--- src/verilog/sdCardPkg.sv ---
package sdCardPkg;

    // ==============================
    // Command encoding
    // ==============================
    typedef logic [5:0]  sdCmdIndex_t;
    typedef logic [15:0] sdRca_t;

    // Application flag in the top bit, index below
    typedef enum logic [6:0] {
        Cmd0   = {1'b0, 6'd0},
        Cmd2   = {1'b0, 6'd2},
        Cmd3   = {1'b0, 6'd3},
        Cmd7   = {1'b0, 6'd7},
        Cmd8   = {1'b0, 6'd8},
        Cmd12  = {1'b0, 6'd12},
        Cmd25  = {1'b0, 6'd25},
        Cmd55  = {1'b0, 6'd55},
        Acmd6  = {1'b1, 6'd6},
        Acmd23 = {1'b1, 6'd23},
        Acmd41 = {1'b1, 6'd41}
    } sdCmd_e;

    // Argument as seen by CMD7 and CMD55
    typedef struct packed {
        sdRca_t      rca;
        logic [15:0] stuff;
    } sdRcaArg_t;

    // Argument as seen by ACMD23
    typedef struct packed {
        logic [8:0]  reserved;
        logic [22:0] blockCount;
    } sdCountArg_t;

    typedef union packed {
        sdRcaArg_t   rcaView;
        sdCountArg_t countView;
    } sdArg_u;

    typedef struct packed {
        sdCmdIndex_t index;
        sdArg_u      arg;
    } sdCmdFrame_t;

    // Requests from the responder to the card state
    typedef struct packed {
        logic goIdle;
        logic assignRca;
        logic appNext;
        logic startWrite;
        logic stopWrite;
    } sdCardEvent_t;

    typedef struct packed {
        sdRca_t rca;
        logic   appCmd;
        logic   writeActive;
    } sdCardStatus_t;

    // ==============================
    // Response constants
    // ==============================
    localparam sdRca_t NewRca = 16'hAAAA;

    // CID with its own CRC7 and end bit in the low byte
    localparam logic [127:0] CardCid = 128'h0353_4453_5231_3238_808b_b79d_6601_4677;

    localparam logic [31:0] StatusIdent    = 32'h0000_0500;
    localparam logic [31:0] StatusStandby  = 32'h0000_0700;
    localparam logic [31:0] StatusTransfer = 32'h0000_0900;
    localparam logic [31:0] StatusApp      = 32'h0000_0120;
    localparam logic [31:0] OcrReady       = 32'hC1FF_8080;

    localparam int CmdFrameBits = 48;
    localparam int R1Bits       = 48;
    localparam int R2Bits       = 136;

    // ==============================
    // CRC steps
    // ==============================
    // x^7 + x^3 + 1
    function automatic logic [6:0] crc7Step(input logic [6:0] crc, input logic din);
        logic fb;
        fb = din ^ crc[6];
        return {crc[5:3], crc[2] ^ fb, crc[1:0], fb};
    endfunction

    // x^16 + x^12 + x^5 + 1
    function automatic logic [15:0] crc16Step(input logic [15:0] crc, input logic din);
        logic fb;
        fb = din ^ crc[15];
        return {crc[14:12], crc[11] ^ fb, crc[10:5], crc[4] ^ fb, crc[3:0], fb};
    endfunction

endpackage
--- src/verilog/sdCardTop.sv ---
`timescale 1ns/1ns

module sdCardTop import sdCardPkg::*; #(
    parameter int BlockNibbles = 1024,
    parameter int NcrCycles    = 2,
    parameter int NcrcCycles   = 2,
    parameter int BusyCycles   = 4
) (
    input  logic       clk,
    input  logic       rst_,
    input  logic       cmdIn,
    output logic       cmdOut,
    output logic       cmdOutEn,
    input  logic [3:0] datIn,
    output logic [3:0] datOut,
    output logic       datOutEn
);
    sdCmdFrame_t   frame;
    logic          frameValid;
    sdCardEvent_t  cardEvent;
    logic          eventValid;
    sdCardStatus_t status;

    sdCmdReceiver cmdReceiver (
        .clk        (clk),
        .rst_       (rst_),
        .cmdIn      (cmdIn),
        .frame      (frame),
        .frameValid (frameValid)
    );

    sdCmdResponder #(
        .NcrCycles (NcrCycles)
    ) cmdResponder (
        .clk        (clk),
        .rst_       (rst_),
        .frame      (frame),
        .frameValid (frameValid),
        .status     (status),
        .cmdOut     (cmdOut),
        .cmdOutEn   (cmdOutEn),
        .cardEvent  (cardEvent),
        .eventValid (eventValid)
    );

    sdCardState cardState (
        .clk        (clk),
        .rst_       (rst_),
        .cardEvent  (cardEvent),
        .eventValid (eventValid),
        .status     (status)
    );

    // Data lanes only listen while write mode is set
    sdWriteReceiver #(
        .BlockNibbles (BlockNibbles),
        .NcrcCycles   (NcrcCycles),
        .BusyCycles   (BusyCycles)
    ) writeReceiver (
        .clk      (clk),
        .rst_     (rst_),
        .datIn    (datIn),
        .status   (status),
        .datOut   (datOut),
        .datOutEn (datOutEn)
    );

endmodule

--- src/verilog/sdWriteReceiver.sv ---
`timescale 1ns/1ns

module sdWriteReceiver import sdCardPkg::*; #(
    parameter int BlockNibbles = 1024,
    parameter int NcrcCycles   = 2,
    parameter int BusyCycles   = 4
) (
    input  logic          clk,
    input  logic          rst_,
    input  logic [3:0]    datIn,
    input  sdCardStatus_t status,
    output logic [3:0]    datOut,
    output logic          datOutEn
);
    // CRC status tokens on DAT0, sent MSB first
    localparam logic [4:0] TokenGood = 5'b00101;
    localparam logic [4:0] TokenBad  = 5'b01011;

    typedef enum logic [2:0] {
        WrWaitStart,
        WrData,
        WrCrc,
        WrEndBit,
        WrGap,
        WrToken,
        WrBusy,
        WrRelease
    } wrState_e;

    wrState_e         state;
    logic [15:0]      cnt;
    logic [3:0][15:0] ourCrc;
    logic [3:0][15:0] theirCrc;
    logic             tokenGood;
    logic [4:0]       tokenWord;
    logic             abort;

    // Stop before the token drops the block silently
    assign abort     = !status.writeActive &&
                       (state inside {WrData, WrCrc, WrEndBit, WrGap});
    assign tokenWord = tokenGood ? TokenGood : TokenBad;

    // ==============================
    // Block FSM
    // ==============================
    always_ff @(posedge clk) begin
        if (!rst_) begin
            state <= WrWaitStart;
            cnt   <= '0;
        end else if (abort) begin
            state <= WrWaitStart;
            cnt   <= '0;
        end else begin
            cnt <= cnt + 1'b1;
            case (state)
                WrWaitStart: begin
                    cnt <= '0;
                    if (status.writeActive && !datIn[0]) begin
                        state <= WrData;
                    end
                end
                WrData: begin
                    if (cnt == 16'(BlockNibbles - 1)) begin
                        state <= WrCrc;
                        cnt   <= '0;
                    end
                end
                WrCrc: begin
                    if (cnt == 16'd15) begin
                        state <= WrEndBit;
                        cnt   <= '0;
                    end
                end
                WrEndBit: begin
                    state <= WrGap;
                    cnt   <= '0;
                end
                WrGap: begin
                    // At least one idle cycle before the token
                    if (cnt == 16'(NcrcCycles - 1)) begin
                        state <= WrToken;
                        cnt   <= '0;
                    end
                end
                WrToken: begin
                    if (cnt == 16'd4) begin
                        state <= WrBusy;
                        cnt   <= '0;
                    end
                end
                WrBusy: begin
                    if (cnt == 16'(BusyCycles - 1)) begin
                        state <= WrRelease;
                        cnt   <= '0;
                    end
                end
                WrRelease: begin
                    state <= WrWaitStart;
                    cnt   <= '0;
                end
                default: state <= WrWaitStart;
            endcase
        end
    end

    // ==============================
    // Lane CRCs and token choice
    // ==============================
    always_ff @(posedge clk) begin
        case (state)
            WrWaitStart: ourCrc <= '0;
            WrData: begin
                for (int i = 0; i < 4; i++) begin
                    ourCrc[i] <= crc16Step(ourCrc[i], datIn[i]);
                end
            end
            WrCrc: begin
                for (int i = 0; i < 4; i++) begin
                    theirCrc[i] <= {theirCrc[i][14:0], datIn[i]};
                end
            end
            // All four lanes need a good CRC and a high end bit
            WrEndBit: tokenGood <= (ourCrc == theirCrc) && (&datIn);
            default: ;
        endcase
    end

    always_comb begin
        datOutEn = 1'b1;
        datOut   = 4'b0000;
        case (state)
            WrToken:   datOut[0] = tokenWord[3'd4 - cnt[2:0]];
            WrBusy:    datOut[0] = 1'b0;
            WrRelease: datOut[0] = 1'b1;
            default: begin
                datOutEn = 1'b0;
                datOut   = 4'b1111;
            end
        endcase
    end

endmodule

--- src/verilog/sdCardState.sv ---
`timescale 1ns/1ns

module sdCardState import sdCardPkg::*; (
    input  logic          clk,
    input  logic          rst_,
    input  sdCardEvent_t  cardEvent,
    input  logic          eventValid,
    output sdCardStatus_t status
);

    // Conditions are decided by the responder, events apply as given
    always_ff @(posedge clk) begin
        if (!rst_) begin
            status <= '0;
        end else if (eventValid) begin
            // Prefix lasts for exactly one command
            status.appCmd <= cardEvent.appNext;
            if (cardEvent.goIdle) begin
                status.rca         <= '0;
                status.writeActive <= 1'b0;
                status.appCmd      <= 1'b0;
            end else begin
                if (cardEvent.assignRca) begin
                    status.rca <= NewRca;
                end
                if (cardEvent.startWrite) begin
                    status.writeActive <= 1'b1;
                end
                if (cardEvent.stopWrite) begin
                    status.writeActive <= 1'b0;
                end
            end
        end
    end

endmodule

--- src/verilog/sdCmdResponder.sv ---
`timescale 1ns/1ns

module sdCmdResponder import sdCardPkg::*; #(
    parameter int NcrCycles = 2
) (
    input  logic          clk,
    input  logic          rst_,
    input  sdCmdFrame_t   frame,
    input  logic          frameValid,
    input  sdCardStatus_t status,
    output logic          cmdOut,
    output logic          cmdOutEn,
    output sdCardEvent_t  cardEvent,
    output logic          eventValid
);
    // CRC7 field position inside a 48-bit response
    localparam int CrcFirst = R1Bits - 8;
    localparam int CrcLast  = R1Bits - 2;

    typedef enum logic [1:0] {
        RespIdle,
        RespWait,
        RespSend
    } respState_e;

    respState_e        state;
    sdCmd_e            cmd;
    logic              decResp;
    logic              decCrc;
    logic              decLong;
    logic [7:0]        decHeader;
    logic [31:0]       decContent;
    sdCardEvent_t      decEvent;
    logic [R2Bits-1:0] respShift;
    logic [6:0]        crc;
    logic              useCrc;
    logic [7:0]        respLen;
    logic [7:0]        bitCnt;
    logic [7:0]        waitCnt;
    logic              accept;
    logic              emit;
    logic              crcPhase;
    logic              outBit;

    assign cmd    = sdCmd_e'({status.appCmd, frame.index});
    // Frames during a pending response are dropped
    assign accept = frameValid && (state == RespIdle);

    assign crcPhase = useCrc && (bitCnt >= 8'(CrcFirst)) && (bitCnt <= 8'(CrcLast));
    assign outBit   = crcPhase ? crc[6] : respShift[R2Bits-1];
    // NcrCycles of at least one idle cycle
    assign emit     = ((state == RespWait) && (waitCnt == 8'(NcrCycles - 1))) ||
                      ((state == RespSend) && (bitCnt != respLen));

    // ==============================
    // Command decode
    // ==============================
    always_comb begin
        decResp    = 1'b1;
        decCrc     = 1'b1;
        decLong    = 1'b0;
        decHeader  = {2'b00, frame.index};
        decContent = StatusTransfer;
        decEvent   = '0;
        case (cmd)
            Cmd0: begin
                decResp         = 1'b0;
                decEvent.goIdle = 1'b1;
            end
            Cmd2: decLong = 1'b1;
            Cmd3: begin
                // R6 carries the new RCA and the low status bits
                decContent         = {NewRca, StatusIdent[15:0]};
                decEvent.assignRca = 1'b1;
            end
            Cmd7: begin
                decResp    = (frame.arg.rcaView.rca == status.rca);
                decContent = StatusStandby;
            end
            Cmd8:  decContent = {20'h0, frame.arg.rcaView.stuff[11:0]};
            Cmd12: decEvent.stopWrite = 1'b1;
            Cmd25: decEvent.startWrite = 1'b1;
            Cmd55: begin
                decContent       = StatusApp;
                decEvent.appNext = 1'b1;
            end
            Acmd6:  decContent = StatusTransfer;
            Acmd23: decResp = (frame.arg.countView.blockCount != '0);
            Acmd41: begin
                // R3 has no CRC, field sent as all ones
                decCrc     = 1'b0;
                decHeader  = 8'h3F;
                decContent = OcrReady;
            end
            default: decResp = 1'b0;
        endcase
    end

    // ==============================
    // Response sequencing
    // ==============================
    always_ff @(posedge clk) begin
        if (!rst_) begin
            state      <= RespIdle;
            waitCnt    <= '0;
            bitCnt     <= '0;
            cmdOut     <= 1'b1;
            cmdOutEn   <= 1'b0;
            eventValid <= 1'b0;
        end else begin
            eventValid <= 1'b0;
            case (state)
                RespIdle: begin
                    if (accept) begin
                        if (decResp) begin
                            state   <= RespWait;
                            waitCnt <= '0;
                            bitCnt  <= '0;
                        end else begin
                            // No response, state changes right away
                            eventValid <= 1'b1;
                        end
                    end
                end
                RespWait: begin
                    waitCnt <= waitCnt + 1'b1;
                    if (emit) begin
                        state <= RespSend;
                    end
                end
                RespSend: begin
                    if (!emit) begin
                        state      <= RespIdle;
                        cmdOut     <= 1'b1;
                        cmdOutEn   <= 1'b0;
                        eventValid <= 1'b1;
                    end
                end
                default: state <= RespIdle;
            endcase
            if (emit) begin
                cmdOut   <= outBit;
                cmdOutEn <= 1'b1;
                bitCnt   <= bitCnt + 1'b1;
            end
        end
    end

    always_ff @(posedge clk) begin
        if (accept) begin
            if (decLong) begin
                respShift <= {8'h3F, CardCid};
                respLen   <= 8'(R2Bits);
            end else begin
                respShift <= {decHeader, decContent, decCrc ? 7'h00 : 7'h7F, 1'b1,
                              {(R2Bits - R1Bits){1'b0}}};
                respLen   <= 8'(R1Bits);
            end
            crc       <= '0;
            useCrc    <= decCrc && !decLong;
            // Held until eventValid fires
            cardEvent <= decEvent;
        end
        if (emit) begin
            respShift <= respShift << 1;
            if (bitCnt < 8'(CrcFirst)) begin
                crc <= crc7Step(crc, respShift[R2Bits-1]);
            end else begin
                crc <= crc << 1;
            end
        end
    end

endmodule

--- src/verilog/sdCmdReceiver.sv ---
`timescale 1ns/1ns

module sdCmdReceiver import sdCardPkg::*; (
    input  logic        clk,
    input  logic        rst_,
    input  logic        cmdIn,
    output sdCmdFrame_t frame,
    output logic        frameValid
);
    // Start, transmission, index and argument are covered by the CRC
    localparam int CrcBits = CmdFrameBits - 8;

    logic                    busy;
    logic [5:0]              bitCnt;
    logic [CmdFrameBits-3:0] shiftReg;
    logic [6:0]              crc;
    logic                    lastBit;
    logic                    frameOk;

    // bitCnt counts bits after the start bit, so the end bit arrives at 46
    assign lastBit = busy && (bitCnt == 6'(CmdFrameBits - 2));

    // Transmission bit, CRC field and end bit still on the line
    assign frameOk = shiftReg[CmdFrameBits-3] && (shiftReg[6:0] == crc) && cmdIn;

    always_ff @(posedge clk) begin
        if (!rst_) begin
            busy       <= 1'b0;
            bitCnt     <= '0;
            frameValid <= 1'b0;
        end else begin
            frameValid <= lastBit && frameOk;
            if (!busy) begin
                // Zero on an idle line is the start bit
                busy   <= !cmdIn;
                bitCnt <= '0;
            end else begin
                bitCnt <= bitCnt + 1'b1;
                if (lastBit) begin
                    busy <= 1'b0;
                end
            end
        end
    end

    always_ff @(posedge clk) begin
        if (!busy) begin
            crc <= '0;
        end else begin
            shiftReg <= {shiftReg[CmdFrameBits-4:0], cmdIn};
            // Start bit is zero and leaves a zero CRC unchanged
            if (bitCnt < 6'(CrcBits - 1)) begin
                crc <= crc7Step(crc, cmdIn);
            end
        end
        if (lastBit) begin
            frame.index <= shiftReg[44:39];
            frame.arg   <= shiftReg[38:7];
        end
    end

endmodule

--- config.mk ---
export PLATFORM = sky130hd
export DESIGN_NAME = sdCardTop
export DESIGN_NICKNAME = d
export VERILOG_FILES = /design/src/verilog/sdCardPkg.sv /design/src/verilog/sdCardTop.sv /design/src/verilog/sdWriteReceiver.sv /design/src/verilog/sdCardState.sv /design/src/verilog/sdCmdResponder.sv /design/src/verilog/sdCmdReceiver.sv
export SDC_FILE = /design/constraint.sdc
export NUM_CORES = 1
export LEC_CHECK = 0
export BUFFER_PORTS_ARGS = -buffer_cell sky130_fd_sc_hd__buf_2
export CORE_MARGIN = 2
export CORE_UTILIZATION = 45
export CTS_CLUSTER_DIAMETER = 50
export DETAILED_ROUTE_END_ITERATION = 12
export SYNTH_ARGS = -nofsm -noshare
export SYNTH_HDL_FRONTEND = slang
export SYNTH_SLANG_ARGS = --single-unit
--- constraint.sdc ---
create_clock -name clk -period 11.27 [get_ports clk]
set_clock_uncertainty 0.1 [all_clocks]
set_input_delay 3.381 -clock clk [delete_from_list [all_inputs] [get_ports clk]]
set_output_delay 3.381 -clock clk [all_outputs]
set_load 0.02 [all_outputs]
==> run_results.csv <==
group,metric,value,unit
run_status,status,"finished, final reports clean",
worst_setup_path,cp_slowest_cell,"dfxtp_1",
drt,wire_per_inst,16.60,microns
timing,period_minus_slack,5469,ps
worst_setup_path,crit_type,"reg2out",
run,maxCapViolCount,0,
drt,vias_per_cell,5.149,
worst_setup_path,r2r_end,"cmdResponder.respShift[54]",
logic_synthesis,synth_area,0.01703,sq mm
logic_synthesis,yosysMostFrequentCell,"edfxtp_1",
clock_network,clkLatencyLatePin,570,ps
worst_setup_path,r2r_start,"cmdResponder.waitCnt[0]",
worst_setup_path,worst-path-stages,6,
floorplan,die_w,198.6,microns
timing,fmax,0.1828,GHz
cells_and_area,num_antenna_cells,0,
clock_network,htree_num_levels,2,
logic_synthesis,synth_commonest_cells,"363 x edfxtp_1, 151 x nand2_1, 118 x and2_1",
cells_and_area,area_growth,12.69,%
logic_synthesis,synthCells,1224,
clock_network,cts_sinks,422,
timing,hold_viol_final,0,
global_route,antenna_found_initial,1,
worst_setup_path,end_kind,"output port",
logic_synthesis,yosysTopAreaCell,"edfxtp_1",
timing,rsz0062_at_grt,"no",
placed_design,place_area,0.01762,sq mm
global_route,grt_use_total,15.64,%
drt,vias,9233,
placed_design,pre_cts_ws,6155,ps
floorplan,rows,71,
worst_setup_path,required,7790,ps
min_path,hold_class,"reg2reg",
timing,period_share,48.53,%
timing,worst_pin_slew,914.2,ps
floorplan,die_area,0.03942,sq mm
clock_network,post-cts-setup-buffers,0,
drt,drt-total-wl,29760,microns
placed_design,hpwlAfterDp,17520,microns
drt,route.detailed.drc,0,
clock_network,cts_resized,0,
logic_synthesis,yosys-top-cells-area,"edfxtp_1 64%, dfxtp_1 6.9%, and2_1 4.3%, nand2_1 3.3%, xor2_1 3.3%",
min_path,whs_path_depth,0,
logic_synthesis,synth_edf_count,363,
logic_synthesis,synth.top_cell.area_share,64.00,%
timing,setup_ws,5801,ps
global_route,gr-total-overflow,0,
worst_setup_path,path_common_cell,"o21ai_0",
clock_network,cts_max_path_buffers,3,
worst_setup_path,worstSetupStartpoint,"writeReceiver.cnt[0]",
timing,relSlewSlack,39.05,%
logic_synthesis,async_flop_share,0,%
timing,slew_viol_final,0,
pwr,power,0.003276,W
global_route,grt_pass1_wl,48620,microns
pwr,p_leak,6.884,nW
clock_network,cts_tree,"built",
drt,first_pass_iters,5,
drt,first_iter_violations,735,
clock_network,postCtsHoldBufs,0,
floorplan,pin_count,14,
floorplan,start_util,45.43,%
logic_synthesis,syn-num-nets,1242,
worst_setup_path,reg2reg_slack,7710,ps
worst_setup_path,critPathMaxFanout,6,
worst_setup_path,critPathTopFamily,"compound AO/OA/AOI/OAI gates",
placed_design,port_buffers,13,
cells_and_area,fin_nets,1263,
clock_network,path_clk_slew,60,ps
drt,drtAntennaViolNets,0,
clock_network,cts-root-buf,"clkbuf_16",
floorplan,die_y,198.6,microns
global_route,grt_max_degree,87,
placed_design,place_congestion,0.7662,
timing,setup_tns,0,ps
worst_setup_path,critPathBufInv,2,
timing,fin_hold_ws,346.7,ps
clock_network,cts_buffers,47,
cells_and_area,drive_gt1_share,10.53,%
pwr,irDropWorstVdd,0.0001377,V
logic_synthesis,synthFlopType,"edfxtp_1",
pwr,cellPowerDensity,170.7,mW/mm^2
timing,setup_viol,0,
logic_synthesis,ys_seq_area_share,70.93,%
worst_setup_path,r2r_cells,6,
floorplan,coreArea,0.03749,sq mm
logic_synthesis,synth.ff_latch_count,422,
worst_setup_path,cp-endpoint,"datOut[0]",
cells_and_area,fin_area,0.01919,sq mm
global_route,grt_pass1_vias,8978,
logic_synthesis,ys_warn_count,0,
logic_synthesis,syn_avg_cell_area,13.92,sq um
worst_setup_path,startpoint_type,"flop",
worst_setup_path,critPathMaxStageDelay,420,ps
worst_setup_path,crit_chain,"inv_1, ha_1, o21ai_0, a21oi_1, o21ai_0, buf_2",
worst_setup_path,arrival,1990,ps
logic_synthesis,synth_cell_types,79,
metrics by stage:
step,cells,util [%]
6_report,1793,51.20
5_1_grt,1793,51.20
4_1_cts,1793,51.20
3_5_place_dp,1707,46.99
3_3_place_gp,1707,46.99
2_1_floorplan,1224,-
registers in the layout, indices dropped and copies added, names as in the netlist, 2 cells and up:
register	cells
cmdResponder.respShift	136
writeReceiver.state	3
cmdReceiver.bitCnt	6
cmdReceiver.crc	7
cmdResponder.bitCnt	8
cmdResponder.respLen	2
writeReceiver.ourCrc	64
writeReceiver.theirCrc	64
cmdResponder.cardEvent	5
cmdResponder.crc	7
cmdResponder.waitCnt	8
cmdResponder.state	2
cmdReceiver.shiftReg	46
cmdReceiver.frame	38
cardState.status	3
writeReceiver.cnt	16
final cells by class:
cell class | count | area (sq um)
Clock buffer | 67 | 1375
Fill cell | 3210 | 18300
Multi-Input combinational cell | 734 | 4681
Inverter | 16 | 65.06
Sequential cell | 422 | 12080
Timing Repair Buffer | 24 | 147.6
Clock inverter | 19 | 202.7
Tap cell | 511 | 639.4
cell usage in the layout (no fill, tap or decap), drive strengths merged, types with 3 or more instances in the layout:
cell type,instances
a221oi,3
nand3,27
bufinv,3
mux2,3
clkinv,11
nand2,152
nor2b,11
buf,24
xor2,64
nand4,27
clkbuf,67
or4,5
a221o,4
a22o,6
nor3,33
or3,10
edfxtp,363
and3,6
o211ai,4
a21o,7
xnor2,47
nor3b,6
o31ai,3
a21oi,16
and2,119
dfxtp,59
nand2b,13
o21ai,31
ha,11
inv,21
a211oi,6
nand3b,3
mux2i,5
nor4,31
nor2,48
o311ai,3
report_power, final:
part	switching (W)	total, W	internal, W
combinational	0.0000198	0.0000328	0.0000130
clock	0.000616	0.00154	0.000924
sequential	0.0000106	0.00170	0.00169
worst min-delay path by stage:
stage	start	end	slack, ps
global route	cmdReceiver.shiftReg[20]	cmdReceiver.shiftReg[21]	360
floorplan	cmdReceiver.shiftReg[7]	cmdReceiver.frame[0]	320
global placement	cmdReceiver.shiftReg[35]	cmdReceiver.shiftReg[36]	320
detailed placement	cmdReceiver.shiftReg[22]	cmdReceiver.frame[15]	330
CTS	cmdReceiver.shiftReg[20]	cmdReceiver.shiftReg[21]	350
finish	cmdReceiver.shiftReg[20]	cmdReceiver.shiftReg[21]	350
per-layer routing:
metal | vias to the layer above | GRT usage [%] | wire length (microns)
met1 | 4556 | 22.57 | 14520
met3 | 45 | 3.645 | 1233
met2 | 138 | 23.53 | 13400
li1 | 4492 | - | -
met5 | - | 0 | 11
met4 | 2 | 4.947 | 595
cells by family (layout without fill, tap and decap cells):
logic type / Yosys count / in the layout / share of synthesized area, %
fa+ha+maj: 11 / 11 / 0.8080
xor+xnor: 111 / 111 / 5.708
buf+inv: 68 / 126 / 1.829
mux: 8 / 8 / 0.4922
flops: 422 / 422 / 70.93
compound gates: 103 / 103 / 4.444
simple gates: 501 / 501 / 15.79
No activity file was read; power rests on OpenSTA's default activity.
